$ cat src/design/tex_consts.svh
`ifndef TEX_CONSTS_SVH
`define TEX_CONSTS_SVH

// Sizing of the texture request front end

`define TEX_NUM_LANES      2  // Lanes per request
`define TEX_NUM_REQS       4  // Requester lane groups

`define TEX_TAG_BITS       6  // Requester side tag
`define TEX_LOD_BITS       8  // Per lane level of detail
`define TEX_STAGE_BITS     2  // Texture stage index

`define TEX_SAMPLER_DEPTH  3  // Sampler pipeline stages

`endif

$ cat src/design/tex_pkg.sv
`include "tex_consts.svh"

package tex_pkg;

    // Requester index carried in the low tag bits toward the sampler
    localparam int TEX_SEL_BITS     = (`TEX_NUM_REQS > 1) ? $clog2(`TEX_NUM_REQS) : 1;
    localparam int TEX_TAG_OUT_BITS = `TEX_TAG_BITS + TEX_SEL_BITS;

    typedef struct packed {
        logic [TEX_TAG_OUT_BITS-1:0]                    tag;
        logic [`TEX_NUM_LANES-1:0]                      mask;
        logic [`TEX_NUM_LANES-1:0][31:0]                u;
        logic [`TEX_NUM_LANES-1:0][31:0]                v;
        logic [`TEX_NUM_LANES-1:0][`TEX_LOD_BITS-1:0]   lod;
        logic [`TEX_STAGE_BITS-1:0]                     stage;
    } tex_req_t;

    typedef struct packed {
        logic [TEX_TAG_OUT_BITS-1:0]                    tag;
        logic [`TEX_NUM_LANES-1:0][31:0]                texels;
    } tex_rsp_t;

endpackage

$ cat src/design/tex_sampler.sv
`timescale 1ns/1ps
`include "tex_consts.svh"

module tex_sampler import tex_pkg::*; (
    input  logic      clk,
    input  logic      reset,

    input  logic      req_valid,
    input  tex_req_t  req,
    output logic      req_ready,

    output logic      rsp_valid,
    output tex_rsp_t  rsp,
    input  logic      rsp_ready
);

    localparam int LOD_PAD = 32 - `TEX_STAGE_BITS - `TEX_LOD_BITS;

    // The stage logic below is written for a fixed depth
    if (`TEX_SAMPLER_DEPTH != 3) begin : g_depth_check
        $error("tex_sampler implements exactly three stages");
    end

    logic                                          stall;
    logic                                          s1_valid;
    logic                                          s2_valid;
    logic                                          s3_valid;
    tex_rsp_t                                      s1_data;
    tex_rsp_t                                      s2_data;
    tex_rsp_t                                      s3_data;
    logic [`TEX_NUM_LANES-1:0]                     s1_mask;
    logic [`TEX_NUM_LANES-1:0]                     s2_mask;
    logic [`TEX_NUM_LANES-1:0][`TEX_LOD_BITS-1:0]  s1_lod;
    logic [`TEX_STAGE_BITS-1:0]                    s1_stage;

    assign stall     = s3_valid && !rsp_ready; // Whole pipe freezes
    assign req_ready = !stall;

    always_ff @(posedge clk) begin
        if (reset) begin
            s1_valid <= 1'b0;
            s2_valid <= 1'b0;
            s3_valid <= 1'b0;
        end else if (!stall) begin
            s1_valid <= req_valid;
            s2_valid <= s1_valid;
            s3_valid <= s2_valid;
        end
    end

    always_ff @(posedge clk) begin
        if (!stall) begin
            s1_data.tag <= req.tag;
            s1_mask     <= req.mask;
            s1_lod      <= req.lod;
            s1_stage    <= req.stage;
            s2_data.tag <= s1_data.tag;
            s2_mask     <= s1_mask;
            s3_data.tag <= s2_data.tag;
            for (int l = 0; l < `TEX_NUM_LANES; l++) begin
                s1_data.texels[l] <= req.u[l] + req.v[l];
                s2_data.texels[l] <= s1_data.texels[l]
                                   ^ {s1_stage, {LOD_PAD{1'b0}}, s1_lod[l]};
                s3_data.texels[l] <= s2_mask[l] ? s2_data.texels[l] : 32'd0; // Masked lanes read zero
            end
        end
    end

    assign rsp_valid = s3_valid;
    assign rsp       = s3_data;

    a_rsp_hold: assert property (@(posedge clk) disable iff (reset)
        rsp_valid && !rsp_ready |=> rsp_valid && $stable(rsp));

endmodule

$ cat config.mk
export PLATFORM = sky130hd
export DESIGN_NAME = tex_sampler
export DESIGN_NICKNAME = d
export VERILOG_FILES = /design/src/design/tex_pkg.sv /design/src/design/tex_sampler.sv
export VERILOG_INCLUDE_DIRS = /design/src /design/src/design
export SDC_FILE = /design/constraint.sdc
export NUM_CORES = 1
export LEC_CHECK = 0
export ABC_AREA = 1
export BUFFER_PORTS_ARGS = -buffer_cell sky130_fd_sc_hd__buf_2
export CAP_MARGIN = 20
export CORE_MARGIN = 2
export CORE_UTILIZATION = 60
export DETAILED_ROUTE_END_ITERATION = 10
export PLACE_DENSITY_LB_ADDON = 0.3
export SETUP_SLACK_MARGIN = 0.15
export SYNTH_ARGS = -nofsm -noshare
export SYNTH_HDL_FRONTEND = slang
export SYNTH_SLANG_ARGS = --single-unit
$ cat constraint.sdc
create_clock -name clk -period 14.74 [get_ports clk]
set_input_delay 0.737 -clock clk [delete_from_list [all_inputs] [get_ports clk]]
set_output_delay 0.737 -clock clk [all_outputs]
set_load 0.02 [all_outputs]
Word level (Yosys, flattened, before mapping)
Index checks and enable logic that the tools add are counted.
- add/subtract/negate cells: 2
- bitwise gates (word level): 2
- reductions and logical operators: 3
- operators with widths (kind ; count):
    $add 32x32->32 ; 2
    $xor 32x32->32 ; 2
    $logic_not 1->1 ; 2
    $logic_and 1x1->1 ; 1
- register bits after elaboration: 241
- bits of input ports: 160
- output and inout port bits: 74
- word-level logic and storage cells: 24

Depth between registers and ports, before layout
Gate-level depths: netlist of run 1.
- depth in word-level cells: 3
- mapped depth: 12

Worst setup path after synthesis of run 1
OpenSTA, ideal clock, no wires.
- path kind: in2out
- from: input port rsp_ready
- to: output port req_ready
- data arrival time: 5.544 ns
- required time: 14.003 ns
- setup slack: 8.459 ns
- cell stages on the path: 2
- buffers on the path: 0
- cell sequence: nor2_1 > inv_1
- cells in the longest elaborated chain, start to end: 3
- ends and longest elaborated chain (item ; RTL line ; text):
    start: declaration ; tex_sampler.sv:14 ; input logic rsp_ready
    $logic_not 1->1 ; tex_sampler.sv:36 ; assign stall = s3_valid && !rsp_ready;
    $logic_and 1x1->1 ; tex_sampler.sv:36 ;
    $logic_not 1->1 ; - ;
    end: declaration ; tex_sampler.sv:10 ; output logic req_ready,
Every way passes these cells.

Worst setup path after layout of run 1
- from: register s3_valid, in the netlist rsp_valid
- to: output port req_ready
- cells in the longest elaborated chain, start to end: 2
- ends and longest elaborated chain (item ; RTL line ; text):
    start: declaration ; tex_sampler.sv:27 ; logic s3_valid;
    start signal: assignment ; tex_sampler.sv:47 ; s3_valid <= s2_valid;
    $logic_and 1x1->1 ; tex_sampler.sv:36 ;
    $logic_not 1->1 ; - ;
Every way passes these cells.

==> run metrics, run 1 <==
post-CTS sizing 0; Starting Density 60.73%; #FFs+latches synth 241; # setup viols final 0; worst hold stages 1; Area Growth Syn to Fin 17.76%; Final TNS setup 0 ns; CP startpoint kind flop; syn nets 1611; DRT Pass-1 Iters 6; die area 22320 um^2; clock root buffer clkbuf_16; # hold bufs at CTS 0; CTS tree done; Setup Skew 0.005888 ns; fmax 380.7 MHz; GRT Total Usage 23.58%; Final nets 1868; outcome finished clean; reg2reg end s1_data[48]; fin util 71.52%; Crit. End Element output pin; Yosys cell types 23; Mapped Area 12690 um^2; Remaining DRCs 0; Rows 53; Hold Path Origin req[3]; worst vdd ir 0.00006594 V; Cells after Synth 1387; synth warn 0; CTS H-tree lvls 1; Hold Path End s1_lod[1]; IO Pins 234; detailed-route via count 9389; post-route ant nets 0; clock tree buffer depth 3; crit path max fanout 84; WL final 26040 um; CTS buffer count 24; CTS sink count 241; reg2reg start rsp_valid; total core area 20890 um^2; clk slew on worst S/H paths 0.06 ns; worst slew pin tran 0.9875 ns; pin count of the biggest net entering global routing 85; post-layout min period 2.627 ns; ratio of cells with drive above 1 in the final layout 19.70%; DIE WIDTH 149.4 um; postcts setup bufs 0; register area share after synthesis 56.81%; Worst-Skew Late Latency 0.51 ns; Initial DRC Count 526; number of failing hold endpoints at the final stage 0; Worst R2R Path Depth 4; Hold WC Path Type input pin to flop; grt total ovfl 0; Critical Path AT 1.89 ns; DPL Wire Length 20180 um; slew margin rel. 34.17%; drt wl/cell 13.46 um; Final Wtd Congestion 0.9469; R2R Setup Slk 12.54 ns; Critical Path RT 14.00 ns; die height 149.4 um; ANT cells 0; vias per inst 4.852; PwrDens 122.1 nW/um^2; static leakage 0.008132 uW; syn_area_per_cell 9.146 um^2; unrepaired setup endpoints after global routing false; kind of critical path flop to output pin; vias in the first global route 8887; final worst path period share 17.82%; first-pass GRT wire length 41560 um; number of buffers inserted by port buffering 233; max_cap viols 0; max-slew violations 0; initial antenna violation count 0
==> cells in the mapped netlist <==
master    number  area [um^2]
fa_1           2        40.04
a211oi_1       1        7.510
nand3_1       43        215.2
a21oi_2        2        17.52
inv_1        284         1066
nor3_1         4        20.02
nand4_1        8        50.05
nor2_2         4        25.02
a21oi_1       40        200.2
clkbuf_1       6        22.52
nand3_2        9        90.09
edfxtp_1     238         7147
xor2_1        50        437.9
nand2_1      505         1896
xnor2_1        2        17.52
o21bai_1       4        30.03
nor2_1        76        285.3
inv_2          7        26.28
nor3_2         6        60.06
dfxtp_1        3        60.06
a21o_1         2        15.01
nand2_2       29        181.4
ha_1          62        775.7
==> logic make-up (layout without fill, tap and decap cells) <==
logic type	after synthesis	after routing	synth area share [%]
XOR/XNOR	52	52	3.590
AO/OA/AOI/OAI	49	49	2.130
buffers and inverters	297	570	8.788
AND/OR/NAND/NOR	684	684	22.25
adder cells (fa/ha/maj)	64	64	6.431
flip-flops	241	241	56.81
==> routing by layer <==
layer	global-route usage [%]	vias up	routed length, um
met4	5.810	0	512
li1	-	4856	-
met2	42.75	261	13190
met1	30.01	4238	10930
met3	3.058	34	1409
met5	0	-	0
==> through the flow <==
step | power, uW | instances | cell area [um^2] | hold slack (ns) | worst slack (ns)
finish | 1825 | 1935 | 14940 | 0.3993 | 12.11
global route | 1914 | 1935 | 14940 | 0.3776 | 11.91
CTS | 1836 | 1934 | 14920 | 0.3789 | 12.06
detailed placement | 1280 | 1892 | 14200 | 0.4045 | 12.05
global placement | 1268 | 1892 | 14200 | 0.4005 | 12.10
floorplan | 1163 | 1387 | 12690 | 0.4003 | 8.459
==> worst max-delay path, stage by stage (launching register included) <==
cell and delay, ns:
dfxtp_1 0.33, inv_1 0.04, nor2_1 0.40, inv_8 0.32, buf_2 0.28
==> report_power, final <==
group	switching [uW]	total (uW)	internal [uW]	leakage [uW]
Combinational	216	333	116	0.00519
Sequential	35.6	934	898	0.00260
Clock	244	558	315	0.000343
Total	496	1820	1330	0.00813
==> state kept, by name (all words and copies together) (netlist names) <==
name,count
s2_data,72
s2_mask,2
s1_lod,16
s2_valid,1
s1_mask,2
s1_stage,2
rsp,72
s1_data,72
s1_valid,1
rsp_valid,1
==> worst max-delay path by stage <==
| stage | start | endpoint | slack (ns) | depth (start not counted) |
|---|---|---|---|---|
| after global routing | rsp_valid | req_ready | 11.91 | 4 |
| after global placement | rsp_ready | s1_data[52] | 12.10 | 4 |
| after floorplan | rsp_ready | req_ready | 8.46 | 2 |
| after CTS | rsp_valid | req_ready | 12.06 | 4 |
| final | rsp_valid | req_ready | 12.11 | 4 |
| after detailed placement | rsp_ready | s1_data[52] | 12.05 | 4 |
==> area by class of cell <==
type | count | area (um^2)
Fill cell | 1607 | 5949
Tap cell | 275 | 344.1
Timing Repair Buffer | 237 | 1204
Sequential cell | 241 | 7207
Multi-Input combinational cell | 849 | 4364
Inverter | 291 | 1100
Clock buffer | 34 | 659.4
Clock inverter | 8 | 61.31
==> cell usage in the layout (no fill, tap or decap), types with 3 or more instances in the layout <==
cell type and count:
o21bai_1 4, nand4_1 8, nor3_2 6, edfxtp_1 238, nor3_1 4, xor2_1 50, nand2_1 505, inv_2 7
a21oi_1 40, nor2_1 76, inv_1 283, nand2_2 29, dfxtp_1 3, nor2_2 4, ha_1 62, buf_2 233
clkbuf_16 25, nand3_1 43, clkbuf_1 9, nand3_2 9, buf_4 3
Power figures use the tool's default switching activity.
==> run 2: changes to the inputs <==
- ABC_AREA: 1 -> 0
- CORE_UTILIZATION: 60 -> 50
- clock period: 14.74 -> 2.35 ns (I/O delays scaled with it)
==> run metrics, run 2 <==
outcome finished clean; CP startpoint kind input pin; first-pass GRT wire length 37420 um (-10%); clk slew on worst S/H paths 0.06 ns (about the same); Worst-Skew Late Latency 0.52 ns (about the same); slew margin rel. 42.42% (+8.3 points); worst slew pin tran 0.8637 ns (-0.1238 ns); die area 23890 um^2 (+7.0%); detailed-route via count 7780 (-17%); most common cell in the netlist edfxtp_1; worst vdd ir 0.0003566 V (+440%); Setup Skew 0.02397 ns (+0.01808 ns); Final nets 1396 (-25%); total core area 22430 um^2 (+7.4%); GRT Total Usage 19.47% (-4.1 points); CTS buffer count 24 (unchanged); fin area 14610 um^2 (-2.2%); max-slew violations 0 (unchanged); post-synth top area share 63.05% (+6.7 points); CTS H-tree lvls 1 (unchanged); slack of the critical path 0.3090 ns (-11.80 ns); Initial DRC Count 456 (-13%); Mapped Area 11330 um^2 (-11%); fmax 490.0 MHz; DRT Pass-1 Iters 5 (-1); kind of critical path input pin to flop; Cell Area, Placed 13460 um^2 (-5.3%); CP peak stage delay 0.36 ns (-0.04 ns); IO Pins 234 (unchanged); CTS sink count 241 (unchanged); #FFs+latches synth 241 (unchanged); Remaining DRCs 0 (unchanged); PwrDens 811.4 nW/um^2 (+560%); initial antenna violation count 2 (+2); dominant synthesized flop cell edfxtp_1; top cell types by occurrence after synthesis 238 x edfxtp_1, 66 x and2_1, 62 x ha_1; grt total ovfl 0 (unchanged); post-route ant nets 0 (unchanged); synth warn 0 (unchanged); vias per inst 5.267 (+8.6%); most frequent cells in the layout 238 x edfxtp_1, 233 x buf_2, 67 x buf_4, 66 x and2_1, 61 x ha_1; die height 154.6 um (+3.5%); vias in the first global route 7782 (-12%); max_cap viols 0 (unchanged); WL final 23590 um (-9.4%); syn nets 1046 (-35%); post-layout min period 2.041 ns; Critical Path AT 2.27 ns (+0.38 ns); Starting Density 50.52% (-10 points); Synth area leader edfxtp_1; clock tree buffer depth 3 (unchanged); syn_area_per_cell 13.79 um^2 (+51%); DPL Wire Length 17500 um (-13%); # setup viols final 0 (unchanged); static leakage 0.006355 uW (-22%); number of buffers inserted by port buffering 233 (unchanged); dpl ws -0.1655 ns (-12.22 ns); buffers plus inverters on the worst setup path 1 (-2); Hold WC Path Type input pin to flop; drt wl/cell 15.97 um (+19%); register area share after synthesis 63.58% (+6.8 points); Cells after Synth 822 (-41%); total power 11860 uW (+550%); Synth area leaders edfxtp_1 63%, ha_1 6.8%, and2_1 3.6%; crit-path cells buf_2, ha_4, fa_2, a21o_1, a221oi_4, a2111o_1, nand4_1, a311oi_2, nor4_1, nand4b_1; Critical Path RT 2.58 ns (-11.42 ns); number of failing hold endpoints at the final stage 0 (unchanged); ratio of cells with drive above 1 in the final layout 30.42% (+11 points); Crit. End Element flop; most common cell after layout, fill and taps aside edfxtp_1; Final TNS setup 0 ns (unchanged); CTS tree done; unrepaired setup endpoints after global routing false; Yosys cell types 68 (+200%); DIE WIDTH 154.6 um (+3.5%); EDFF count, synth 238 (unchanged); slowest CP cell fa_2; Rows 55 (+3.8%); pin count of the biggest net entering global routing 76 (-11%); critical path's top delay family compound AO/OA/AOI/OAI gates; ys async rst share 0% (unchanged); clock root buffer clkbuf_16; Final Wtd Congestion 0.9285 (-1.9%); crit path max fanout 3 (-96%); final worst path period share 86.85%; minimum hold slack 0.1027 ns (-0.2966 ns); Area Growth Syn to Fin 28.92%
[run 2: changes by cell type after synthesis, moves of 11 or more]
cell / previous run / this run
o21ai_0: 0 / 26
xnor2_1: 2 / 37
a21o_1: 2 / 35
xor2_1: 50 / 39
nand2_2: 29 / 0
and2_1: 0 / 66
inv_1: 284 / 13
and3_1: 0 / 11
nand3_1: 43 / 16
nor2_1: 76 / 31
a21oi_1: 40 / 52
nand2_1: 505 / 44
[run 2: layout make-up]
cell class | count | area [um^2]
Timing Repair Buffer | 341 | 2150
Clock inverter | 14 | 186.4
Antenna cell | 2 | 5.005
Inverter | 13 | 48.80
Multi-Input combinational cell | 551 | 4035
Tap cell | 285 | 356.6
Clock buffer | 30 | 623.1
Fill cell | 1675 | 7821
Sequential cell | 241 | 7208
[run 2: timing repair]
action | in CTS | in global routing
hold buffers | 34 | 0
endpoints found under the hold margin | 35 | 0
setup buffers | 0 | 0
gates resized for setup | 0 | 0
[run 2: metrics by stage]
stage | utilization, % | instances
3_5_place_dp | 59.99 | 1397
6_report | 65.14 | 1477
5_1_grt | 65.14 | 1477
2_1_floorplan | - | 822
4_1_cts | 65.11 | 1475
3_3_place_gp | 59.99 | 1397
[run 2: worst paths after layout]
kind	from	to	slack, ns	cells after the start
setup / recovery	req[18]	s1_data[30]	0.31	10
hold / removal	req[81]	s1_data[63]	0.10	3
setup reg to reg	rsp_valid	rsp[58]	0.90	2
hold reg to reg	s1_data[15]	s2_data[15]	0.42	0
[run 2: logic make-up (layout without fill, tap and decap cells)]
kind of cell	count (synthesis)	after routing	synth area share, %
simple gates	207	207	9.670
buf+inv	30	398	1.148
compound gates	202	202	12.35
fa+ha+maj	64	64	7.197
mux	2	2	0.1766
xor+xnor	76	76	5.873
other cells	0	2	0
flops	241	241	63.58
[run 2: worst min-delay path, stage by stage]
cell and delay (ns):
buf_2 0.08, xor2_1 0.08, a211oi_1 0.19
[run 2: report_power, final]
part / internal, uW / leakage (uW) / switching, uW
Combinational: 961 / 0.00338 / 1150
Sequential: 5670 / 0.00259 / 223
Clock: 2330 / 0.000387 / 1520
Total: 8960 / 0.00636 / 2890
[run 2: per-layer routing]
metal	routed length (um)	GRT usage (%)	vias up
li1	-	-	3857
met1	9524	22.79	3630
met2	12090	35.46	227
met3	1032	2.634	66
met4	935	9.171	0
met5	0	0	-
